<file path="src/decode_pkg.sv">
package decode_pkg;

  // Widths
  localparam int xlen      = 32;
  localparam int reg_idx_w = 5;
  localparam int tag_w     = 4;

  typedef logic [xlen-1:0]      word_t;
  typedef logic [reg_idx_w-1:0] reg_idx_t;
  typedef logic [tag_w-1:0]     tag_t;

  // Writeback latency in cycles, counted from the accepting edge
  localparam int lat_arith       = 1;
  localparam int lat_mul         = 4;
  localparam int lat_div         = 18;
  localparam int lat_div_special = 1;
  localparam int wb_window       = 19;

  // Major opcodes
  localparam logic [6:0] opc_op     = 7'b0110011;
  localparam logic [6:0] opc_op_imm = 7'b0010011;
  localparam logic [6:0] opc_lui    = 7'b0110111;
  localparam logic [6:0] opc_auipc  = 7'b0010111;
  localparam logic [6:0] opc_load   = 7'b0000011;
  localparam logic [6:0] opc_store  = 7'b0100011;

  localparam logic [6:0] funct7_muldiv = 7'b0000001;

  // Most negative integer, divide overflow case
  localparam word_t div_int_min = 32'h8000_0000;

  typedef enum logic [2:0] {
    unit_arith,
    unit_mul,
    unit_div,
    unit_lsu,
    unit_none
  } unit_t;

  typedef enum logic [1:0] {
    a_rs1,
    a_pc,
    a_zero
  } src_a_t;

  // Shift amounts come out of imm_i
  typedef enum logic [1:0] {
    b_rs2,
    b_imm_i,
    b_imm_u,
    b_imm_s
  } src_b_t;

  // Issue payloads, one per slot
  typedef struct packed {
    logic [3:0] alu_op;
    word_t      port_a;
    word_t      port_b;
    reg_idx_t   rd;
    tag_t       tag;
  } arith_issue_t;

  typedef struct packed {
    logic [2:0] funct3;
    word_t      port_a;
    word_t      port_b;
    reg_idx_t   rd;
    tag_t       tag;
  } mul_issue_t;

  typedef struct packed {
    logic [2:0] funct3;
    word_t      port_a;
    word_t      port_b;
    reg_idx_t   rd;
    tag_t       tag;
  } div_issue_t;

  typedef struct packed {
    logic       is_store;
    logic [2:0] funct3;
    word_t      base;
    word_t      offset;
    word_t      store_data;
    reg_idx_t   rd;
    tag_t       tag;
  } lsu_issue_t;

endpackage
</file>
<file path="src/decode_stage.sv">
`timescale 1ns/1ps

module decode_stage (
  input  logic                     CLK,
  input  logic                     nRST,
  // Fetch side
  input  logic                     in_valid,
  input  decode_pkg::word_t        in_instr,
  input  decode_pkg::word_t        in_pc,
  output logic                     in_ready,
  // Register file and bypass
  output decode_pkg::reg_idx_t     rs1_addr,
  output decode_pkg::reg_idx_t     rs2_addr,
  input  decode_pkg::word_t        rs1_data,
  input  decode_pkg::word_t        rs2_data,
  input  logic                     rs1_busy,
  input  logic                     rs2_busy,
  input  logic                     rs1_byp_en,
  input  decode_pkg::word_t        rs1_byp_data,
  input  logic                     rs2_byp_en,
  input  decode_pkg::word_t        rs2_byp_data,
  // Completion buffer
  input  decode_pkg::tag_t         cb_tail,
  input  logic                     cb_full,
  output logic                     cb_alloc,
  // Issue ports
  output logic                     arith_valid,
  input  logic                     arith_ready,
  output decode_pkg::arith_issue_t arith_payload,
  output logic                     mul_valid,
  input  logic                     mul_ready,
  output decode_pkg::mul_issue_t   mul_payload,
  output logic                     div_valid,
  input  logic                     div_ready,
  output decode_pkg::div_issue_t   div_payload,
  output logic                     lsu_valid,
  input  logic                     lsu_ready,
  output decode_pkg::lsu_issue_t   lsu_payload
);

  decode_pkg::unit_t    unit;
  logic [2:0]           funct3;
  logic [3:0]           alu_op;
  decode_pkg::reg_idx_t rd;
  logic                 uses_rs1;
  logic                 uses_rs2;
  decode_pkg::src_a_t   src_a;
  decode_pkg::src_b_t   src_b;
  decode_pkg::word_t    imm_i;
  decode_pkg::word_t    imm_s;
  decode_pkg::word_t    imm_u;
  decode_pkg::word_t    port_a;
  decode_pkg::word_t    port_b;
  decode_pkg::word_t    store_data;
  logic                 accept;
  logic                 wb_conflict;
  logic                 arith_load;
  logic                 mul_load;
  logic                 div_load;
  logic                 lsu_load;
  logic                 arith_can_load;
  logic                 mul_can_load;
  logic                 div_can_load;
  logic                 lsu_can_load;

  decode_pkg::arith_issue_t arith_next;
  decode_pkg::mul_issue_t   mul_next;
  decode_pkg::div_issue_t   div_next;
  decode_pkg::lsu_issue_t   lsu_next;

  inst_decoder u_dec (
    .instr(in_instr), .unit(unit), .funct3(funct3), .alu_op(alu_op),
    .rs1_idx(rs1_addr), .rs2_idx(rs2_addr), .rd(rd),
    .uses_rs1(uses_rs1), .uses_rs2(uses_rs2), .src_a(src_a), .src_b(src_b),
    .imm_i(imm_i), .imm_s(imm_s), .imm_u(imm_u)
  );

  operand_select u_opsel (
    .pc(in_pc), .rs1_data(rs1_data), .rs2_data(rs2_data),
    .rs1_byp_data(rs1_byp_data), .rs2_byp_data(rs2_byp_data),
    .rs1_byp_en(rs1_byp_en), .rs2_byp_en(rs2_byp_en), .src_a(src_a), .src_b(src_b),
    .imm_i(imm_i), .imm_s(imm_s), .imm_u(imm_u),
    .port_a(port_a), .port_b(port_b), .store_data(store_data)
  );

  wb_port_scheduler u_wb (
    .CLK(CLK), .nRST(nRST), .unit(unit), .port_a(port_a), .port_b(port_b),
    .accept(accept), .conflict(wb_conflict)
  );

  decode_control u_ctrl (
    .in_valid(in_valid), .unit(unit), .uses_rs1(uses_rs1), .uses_rs2(uses_rs2),
    .rs1_busy(rs1_busy), .rs2_busy(rs2_busy), .rs1_byp_en(rs1_byp_en),
    .rs2_byp_en(rs2_byp_en), .cb_full(cb_full), .wb_conflict(wb_conflict),
    .arith_can_load(arith_can_load), .mul_can_load(mul_can_load),
    .div_can_load(div_can_load), .lsu_can_load(lsu_can_load),
    .in_ready(in_ready), .accept(accept), .cb_alloc(cb_alloc),
    .arith_load(arith_load), .mul_load(mul_load), .div_load(div_load), .lsu_load(lsu_load)
  );

  // Payloads, tagged with the buffer tail at acceptance
  assign arith_next = '{alu_op: alu_op, port_a: port_a, port_b: port_b, rd: rd, tag: cb_tail};
  assign mul_next   = '{funct3: funct3, port_a: port_a, port_b: port_b, rd: rd, tag: cb_tail};
  assign div_next   = '{funct3: funct3, port_a: port_a, port_b: port_b, rd: rd, tag: cb_tail};
  assign lsu_next   = '{is_store: (src_b == decode_pkg::b_imm_s), funct3: funct3, base: port_a,
                        offset: port_b, store_data: store_data, rd: rd, tag: cb_tail};

  issue_slot #(.payload_t(decode_pkg::arith_issue_t)) slot_arith (
    .CLK(CLK), .nRST(nRST), .load(arith_load), .load_data(arith_next),
    .out_ready(arith_ready), .out_valid(arith_valid), .out_payload(arith_payload),
    .can_load(arith_can_load)
  );

  issue_slot #(.payload_t(decode_pkg::mul_issue_t)) slot_mul (
    .CLK(CLK), .nRST(nRST), .load(mul_load), .load_data(mul_next),
    .out_ready(mul_ready), .out_valid(mul_valid), .out_payload(mul_payload),
    .can_load(mul_can_load)
  );

  issue_slot #(.payload_t(decode_pkg::div_issue_t)) slot_div (
    .CLK(CLK), .nRST(nRST), .load(div_load), .load_data(div_next),
    .out_ready(div_ready), .out_valid(div_valid), .out_payload(div_payload),
    .can_load(div_can_load)
  );

  issue_slot #(.payload_t(decode_pkg::lsu_issue_t)) slot_lsu (
    .CLK(CLK), .nRST(nRST), .load(lsu_load), .load_data(lsu_next),
    .out_ready(lsu_ready), .out_valid(lsu_valid), .out_payload(lsu_payload),
    .can_load(lsu_can_load)
  );

endmodule

</file>
<file path="src/decode_control.sv">
`timescale 1ns/1ps

module decode_control (
  input  logic              in_valid,
  input  decode_pkg::unit_t unit,
  input  logic              uses_rs1,
  input  logic              uses_rs2,
  input  logic              rs1_busy,
  input  logic              rs2_busy,
  input  logic              rs1_byp_en,
  input  logic              rs2_byp_en,
  input  logic              cb_full,
  input  logic              wb_conflict,
  input  logic              arith_can_load,
  input  logic              mul_can_load,
  input  logic              div_can_load,
  input  logic              lsu_can_load,
  output logic              in_ready,
  output logic              accept,
  output logic              cb_alloc,
  output logic              arith_load,
  output logic              mul_load,
  output logic              div_load,
  output logic              lsu_load
);

  logic rs1_ok;
  logic rs2_ok;
  logic slot_free;
  logic supported;

  // A bypass clears the busy state of that operand
  assign rs1_ok = !uses_rs1 || !rs1_busy || rs1_byp_en;
  assign rs2_ok = !uses_rs2 || !rs2_busy || rs2_byp_en;

  always_comb begin
    case (unit)
      decode_pkg::unit_arith: slot_free = arith_can_load;
      decode_pkg::unit_mul:   slot_free = mul_can_load;
      decode_pkg::unit_div:   slot_free = div_can_load;
      decode_pkg::unit_lsu:   slot_free = lsu_can_load;
      default:                slot_free = 1'b1;
    endcase
  end

  assign supported = (unit != decode_pkg::unit_none);

  // Unsupported words are always taken and dropped
  assign in_ready = !supported ||
                    (!cb_full && rs1_ok && rs2_ok && slot_free && !wb_conflict);

  assign accept   = in_valid && in_ready;
  assign cb_alloc = accept && supported;

  assign arith_load = accept && (unit == decode_pkg::unit_arith);
  assign mul_load   = accept && (unit == decode_pkg::unit_mul);
  assign div_load   = accept && (unit == decode_pkg::unit_div);
  assign lsu_load   = accept && (unit == decode_pkg::unit_lsu);

endmodule

</file>
<file path="src/issue_slot.sv">
`timescale 1ns/1ps

module issue_slot #(
  parameter type payload_t = logic
) (
  input  logic     CLK,
  input  logic     nRST,
  input  logic     load,
  input  payload_t load_data,
  input  logic     out_ready,
  output logic     out_valid,
  output payload_t out_payload,
  output logic     can_load
);

  // Empty, or the held entry leaves this cycle
  assign can_load = !out_valid || out_ready;

  always_ff @(posedge CLK, negedge nRST) begin
    if (!nRST) begin
      out_valid <= 1'b0;
    end else if (load) begin
      out_valid <= 1'b1;
    end else if (out_ready) begin
      out_valid <= 1'b0;
    end
  end

  always_ff @(posedge CLK) begin
    if (load) begin
      out_payload <= load_data;
    end
  end

  // Held entry must survive back-pressure untouched
  assert property (@(posedge CLK) disable iff (!nRST)
    out_valid && !out_ready |=> out_valid && $stable(out_payload))
    else $error("issue payload changed under back-pressure");

endmodule

</file>
<file path="src/wb_port_scheduler.sv">
`timescale 1ns/1ps

module wb_port_scheduler (
  input  logic              CLK,
  input  logic              nRST,
  input  decode_pkg::unit_t unit,
  input  decode_pkg::word_t port_a,
  input  decode_pkg::word_t port_b,
  input  logic              accept,
  output logic              conflict
);

  // Bit i set means the writeback port is taken i edges after the next one
  logic [decode_pkg::wb_window-1:0] resv_q;
  logic [decode_pkg::wb_window-1:0] need;
  logic [decode_pkg::wb_window-1:0] resv_next;
  logic                             div_special;

  // Overflow and divide by zero finish early
  assign div_special = (port_a == decode_pkg::div_int_min) ||
                       (port_b == '1) || (port_b == '0);

  always_comb begin
    need = '0;
    case (unit)
      decode_pkg::unit_arith: need[decode_pkg::lat_arith] = 1'b1;
      decode_pkg::unit_mul:   need[decode_pkg::lat_mul] = 1'b1;
      decode_pkg::unit_div: begin
        if (div_special) need[decode_pkg::lat_div_special] = 1'b1;
        else need[decode_pkg::lat_div] = 1'b1;
      end
      // Loads, stores and discarded words never use the port
      default: need = '0;
    endcase
  end

  assign conflict = |(resv_q & need);

  assign resv_next = accept ? (resv_q | need) : resv_q;

  always_ff @(posedge CLK, negedge nRST) begin
    if (!nRST) begin
      resv_q <= '0;
    end else begin
      resv_q <= resv_next >> 1;
    end
  end

  // Control must hold back anything that collides on the port
  assert property (@(posedge CLK) disable iff (!nRST) accept |-> !conflict)
    else $error("writeback port double booked");

endmodule

</file>
<file path="src/operand_select.sv">
`timescale 1ns/1ps

module operand_select (
  input  decode_pkg::word_t  pc,
  input  decode_pkg::word_t  rs1_data,
  input  decode_pkg::word_t  rs2_data,
  input  decode_pkg::word_t  rs1_byp_data,
  input  decode_pkg::word_t  rs2_byp_data,
  input  logic               rs1_byp_en,
  input  logic               rs2_byp_en,
  input  decode_pkg::src_a_t src_a,
  input  decode_pkg::src_b_t src_b,
  input  decode_pkg::word_t  imm_i,
  input  decode_pkg::word_t  imm_s,
  input  decode_pkg::word_t  imm_u,
  output decode_pkg::word_t  port_a,
  output decode_pkg::word_t  port_b,
  output decode_pkg::word_t  store_data
);

  decode_pkg::word_t rs1_val;
  decode_pkg::word_t rs2_val;

  // Bypass has priority over the register file
  assign rs1_val = rs1_byp_en ? rs1_byp_data : rs1_data;
  assign rs2_val = rs2_byp_en ? rs2_byp_data : rs2_data;

  always_comb begin
    case (src_a)
      decode_pkg::a_rs1:  port_a = rs1_val;
      decode_pkg::a_pc:   port_a = pc;
      decode_pkg::a_zero: port_a = '0;
      default:            port_a = '0;
    endcase
  end

  // Shifts take shamt from the low imm_i bits
  always_comb begin
    case (src_b)
      decode_pkg::b_rs2:   port_b = rs2_val;
      decode_pkg::b_imm_i: port_b = imm_i;
      decode_pkg::b_imm_u: port_b = imm_u;
      decode_pkg::b_imm_s: port_b = imm_s;
      default:             port_b = '0;
    endcase
  end

  // Store data always from rs2
  assign store_data = rs2_val;

endmodule

</file>
<file path="src/inst_decoder.sv">
`timescale 1ns/1ps

module inst_decoder (
  input  decode_pkg::word_t    instr,
  output decode_pkg::unit_t    unit,
  output logic [2:0]           funct3,
  output logic [3:0]           alu_op,
  output decode_pkg::reg_idx_t rs1_idx,
  output decode_pkg::reg_idx_t rs2_idx,
  output decode_pkg::reg_idx_t rd,
  output logic                 uses_rs1,
  output logic                 uses_rs2,
  output decode_pkg::src_a_t   src_a,
  output decode_pkg::src_b_t   src_b,
  output decode_pkg::word_t    imm_i,
  output decode_pkg::word_t    imm_s,
  output decode_pkg::word_t    imm_u
);

  logic [6:0] opcode;
  logic [6:0] funct7;
  logic       f7_zero;
  logic       f7_alt;

  assign opcode  = instr[6:0];
  assign funct3  = instr[14:12];
  assign funct7  = instr[31:25];
  assign rs1_idx = instr[19:15];
  assign rs2_idx = instr[24:20];

  // Stores write no register, bits 11:7 are immediate there
  assign rd = (opcode == decode_pkg::opc_store) ? '0 : instr[11:7];

  assign imm_i = {{20{instr[31]}}, instr[31:20]};
  assign imm_s = {{20{instr[31]}}, instr[31:25], instr[11:7]};
  assign imm_u = {instr[31:12], 12'b0};

  assign f7_zero = (funct7 == 7'b0000000);
  // SUB and SRA/SRAI encoding
  assign f7_alt  = (funct7 == 7'b0100000) && (funct3 == 3'b000 || funct3 == 3'b101);

  always_comb begin
    unit     = decode_pkg::unit_none;
    alu_op   = {1'b0, funct3};
    uses_rs1 = 1'b0;
    uses_rs2 = 1'b0;
    src_a    = decode_pkg::a_rs1;
    src_b    = decode_pkg::b_rs2;
    case (opcode)
      decode_pkg::opc_op: begin
        if (funct7 == decode_pkg::funct7_muldiv) begin
          // funct3[2] splits divide/remainder from multiply
          unit = funct3[2] ? decode_pkg::unit_div : decode_pkg::unit_mul;
        end else if (f7_zero || f7_alt) begin
          unit = decode_pkg::unit_arith;
        end
        alu_op   = {instr[30], funct3};
        uses_rs1 = 1'b1;
        uses_rs2 = 1'b1;
      end
      decode_pkg::opc_op_imm: begin
        // Bit 30 only matters for right shifts
        if (funct3 == 3'b101) begin
          alu_op = {instr[30], funct3};
          if (f7_zero || f7_alt) unit = decode_pkg::unit_arith;
        end else if (funct3 == 3'b001) begin
          if (f7_zero) unit = decode_pkg::unit_arith;
        end else begin
          unit = decode_pkg::unit_arith;
        end
        uses_rs1 = 1'b1;
        src_b    = decode_pkg::b_imm_i;
      end
      decode_pkg::opc_lui: begin
        unit   = decode_pkg::unit_arith;
        alu_op = 4'b0000;
        src_a  = decode_pkg::a_zero;
        src_b  = decode_pkg::b_imm_u;
      end
      decode_pkg::opc_auipc: begin
        unit   = decode_pkg::unit_arith;
        alu_op = 4'b0000;
        src_a  = decode_pkg::a_pc;
        src_b  = decode_pkg::b_imm_u;
      end
      decode_pkg::opc_load: begin
        // LB, LH, LW, LBU, LHU
        if (funct3 != 3'b011 && funct3[2:1] != 2'b11) unit = decode_pkg::unit_lsu;
        uses_rs1 = 1'b1;
        src_b    = decode_pkg::b_imm_i;
      end
      decode_pkg::opc_store: begin
        if (funct3[2] == 1'b0 && funct3 != 3'b011) unit = decode_pkg::unit_lsu;
        uses_rs1 = 1'b1;
        uses_rs2 = 1'b1;
        src_b    = decode_pkg::b_imm_s;
      end
      default: ;
    endcase
    // Discarded encodings read nothing
    if (unit == decode_pkg::unit_none) begin
      uses_rs1 = 1'b0;
      uses_rs2 = 1'b0;
    end
  end

endmodule

</file>
<file path="config.mk">
export PLATFORM = sky130hd
export DESIGN_NAME = decode_stage
export DESIGN_NICKNAME = d
export VERILOG_FILES = /design/src/decode_pkg.sv /design/src/decode_stage.sv /design/src/decode_control.sv /design/src/issue_slot.sv /design/src/wb_port_scheduler.sv /design/src/operand_select.sv /design/src/inst_decoder.sv
export SDC_FILE = /design/constraint.sdc
export NUM_CORES = 1
export LEC_CHECK = 0
export ABC_AREA = 1
export BUFFER_PORTS_ARGS = -buffer_cell sky130_fd_sc_hd__buf_2
export CAP_MARGIN = 20
export CORE_AREA = 2 2 221 223
export CTS_CLUSTER_SIZE = 8
export DETAILED_ROUTE_END_ITERATION = 6
export DIE_AREA = 0 0 223 225
export SYNTH_ARGS = -nofsm -noshare
export SYNTH_HDL_FRONTEND = slang
export SYNTH_HIERARCHICAL = 1
export SYNTH_SLANG_ARGS = --single-unit
</file>
<file path="constraint.sdc">
create_clock -name CLK -period 6.1 [get_ports CLK]
set_clock_uncertainty 0.15 [all_clocks]
set_input_delay 0 -clock CLK [delete_from_list [all_inputs] [get_ports CLK]]
set_output_delay 0 -clock CLK [all_outputs]
set_load 0.01 [all_outputs]
</file>
==> flow_summary.ini <==
[status]
status = finished clean

[setup_path]
cp_slowest_stage_delay_ps = 630
path_buf_inv = 6
path_class = primary input to flop
r2r_slack_ps = 3630
critPathSlowestCell = buf_4
cp.required_ps = 6120
critPathLaunchType = primary input
cpLargestDelayFamily = simple AND/OR/NAND/NOR gates
r2r_cells = 11
timing.rr.end = slot_div/out_payload[5]$_DFFE_PP_
r2r-start = u_wb/resv_q[1]$_DFF_PN0_
crit_fanout = 51
end_kind = flop
arrival_ps = 4770

[floorplan]
coreArea_mm2 = 0.0475
dieArea_mm2 = 0.0502
die_h_um = 225
rows = 80
ios = 562
die_w_um = 223
initial_utilization = 0.315

[run]
drv_cap = 0

[cts]
clock-sinks = 359
root_buffer = clkbuf_16
cts_max_path_buffers = 3
clock_latency_ps = 550
cts_made_buffers = 51
cts_tree = done
cts_setup_buffers = 0
path_clk_slew_ps = 50
cts_max_level = 2

[sta]
hold_violations = 0
period_needed_ps = 4750
worst_pin_slew_ps = 860
finalCritPeriodShare = 0.779
rsz0062_at_grt = no
finalSetupTns_ps = 0
drv_slew = 0
max_slew_margin = 0.425
fmax_mhz = 211
setup_viol = 0

[global_routing]
grt_pass1_wl_mm = 72.5
grt_pass1_vias = 11400
track_usage = 0.195
grt_max_degree = 72
antenna_found_initial = 11
grt.overflow.total = 0

[logic_synthesis]
synthTopCellsByArea = edfxtp_1 68%, nand2_1 7.4%, buf_4 6.0%
postSynthCellCount = 1251
ys_types = 31
dominantRegCellSynth = edfxtp_1
syn_area_mm2 = 0.0150
synth-seq-area-share = 0.714
synth_edf_count = 338
avgSynthCellArea_um2 = 12.0
netlist.top_cell.by_area = edfxtp_1
yosysMostFrequentCell = edfxtp_1
yosys_warnings = 6
yosys-top-cells-count = 338 x edfxtp_1, 295 x nand2_1, 187 x nor2_1, 119 x buf_4, 74 x nand3_1
synth_top_area_frac = 0.679
ys_seq_elements = 359
synth-async-reset-ratio = 0.0585

[layout]
regArea_mm2 = 0.0107
fin_nets = 2115
num-fill-cells = 4391
multi_input_area_mm2 = 0.00293
syn2layout_area_growth_pct = 38.1
stdcell_count = 2540
final_area_mm2 = 0.0206
drive_above_1_share = 0.353

[drt]
wire_per_inst_um = 20.1
vias = 11700
drtIter0Drc = 724
ant_nets = 0
drc_errors = 0
dr.pass1.iters = 7
routed_via_density = 4.61
routed_wl_mm = 51.0

[power_and_ir_drop]
power_mw = 5.59
max-vdd-ir-drop_uv = 162
p_per_area_mw_per_mm2 = 271
power_leakage_nw = 8.82

[hold_path]
hp-class = primary input to flop
min_to = slot_mul/out_payload[38]$_DFFE_PP_
min_path_cells = 5
hp-start = in_instr[29]

[place]
dpl_cell_area_mm2 = 0.0176
dp_hpwl_mm = 36.0
io_buffers = 561
place_congestion = 0.896
dp_cells = 2301
timing repair:
action                                  CTS  global route
hold endpoints to repair                343             0
gates resized for setup                   0             0
hold buffers                            167             0
endpoints found under the setup margin    0             0
how the worst max path moves through the flow:
| stage | startpoint | endpoint | cells past startpoint |
|---|---|---|---|
| after floorplan | in_instr[6] | slot_div/out_payload[0]$_DFFE_PP_ | 28 |
| after global placement | in_instr[1] | slot_div/out_payload[5]$_DFFE_PP_ | 27 |
| after detailed placement | in_instr[1] | slot_div/out_payload[58]$_DFFE_PP_ | 28 |
| after CTS | in_instr[6] | slot_div/out_payload[58]$_DFFE_PP_ | 31 |
| after global routing | in_instr[6] | slot_mul/out_payload[61]$_DFFE_PP_ | 31 |
| final | in_instr[6] | slot_div/out_payload[5]$_DFFE_PP_ | 31 |
stage by stage:
step,utilization,setup slack (ps),hold slack [ps]
after floorplan,-,92.6,-446
after detailed placement,0.370,1390,-140
after global routing,0.434,911,37.5
final,0.434,1350,0.811
after CTS,0.433,1420,1.31
after global placement,0.370,1470,-165
sequential cells by signal, summed over array words and instances (netlist names):
signal / count
slot_arith/out_payload: 77
slot_mul/out_valid: 1
slot_div/out_payload: 76
slot_arith/out_valid: 1
slot_mul/out_payload: 76
slot_div/out_valid: 1
slot_lsu/out_valid: 1
u_wb/resv_q: 17
slot_lsu/out_payload: 109
per-layer routing:
metal,vias to the layer above,part of all wire,global-route usage
li1,5384,-,-
met1,5611,0.40,0.239
met2,613,0.49,0.339
met3,99,0.075,0.0467
met4,4,0.031,0.0641
met5,-,0.00059,0
cells in the final DEF (no fill, tap or decap), types with 2 or more instances in the layout:
cell type      synthesis  layout
nand3_1               74      74
nand3_2                3       3
nand2_2               17      19
conb_1                 1      12
clkbuf_16              0      51
clkbuf_1               1       9
o21ai_0               34      34
inv_2                  6       6
edfxtp_1             338     338
inv_1                 67      66
o21ai_1               30      30
dfrtp_1               21      21
a21oi_1                2       2
buf_2                 16     561
inv_8                  2       2
nor3b_1                2       2
nor2_4                 3       6
nand2_8                2       2
clkinv_1               0       2
nand4_1                4       4
o21ai_2                2       2
diode_2                0       7
dlygate4sd3_1          0     167
nor2_1               187     184
nor2_2                 8       8
nand2_1              295     293
inv_6                  1       2
buf_4                119       8
report_power, final:
| part | switching [mW] | internal (mW) |
|---|---|---|
| sequential | 0.00177 | 2.73 |
| clock | 0.945 | 1.49 |
| combinational | 0.241 | 0.185 |
| total | 1.19 | 4.40 |
worst min-delay path, stage by stage:
cell and delay, ps:
buf_2 140, nand2_1 110, nand2_1 60, nor2_1 100, nor2_1 100
area by class of cell:
type / instances / area share
Sequential cell: 359 / 0.517
Timing Repair Buffer: 738 / 0.222
Multi-Input combinational cell: 679 / 0.142
Clock buffer: 61 / 0.0641
Tap cell: 615 / 0.0373
Inverter: 78 / 0.0160
Antenna cell: 7 / 0.000848
Clock inverter: 3 / 0.000788
cells by family after synthesis:
group,Yosys count,synth area share
AND/OR/NAND/NOR,596,0.166
other,1,0.000251
flip-flops,359,0.714
AO/OA/AOI/OAI,71,0.0248
buffers and inverters,224,0.0949
Power figures use the tool's default switching activity.
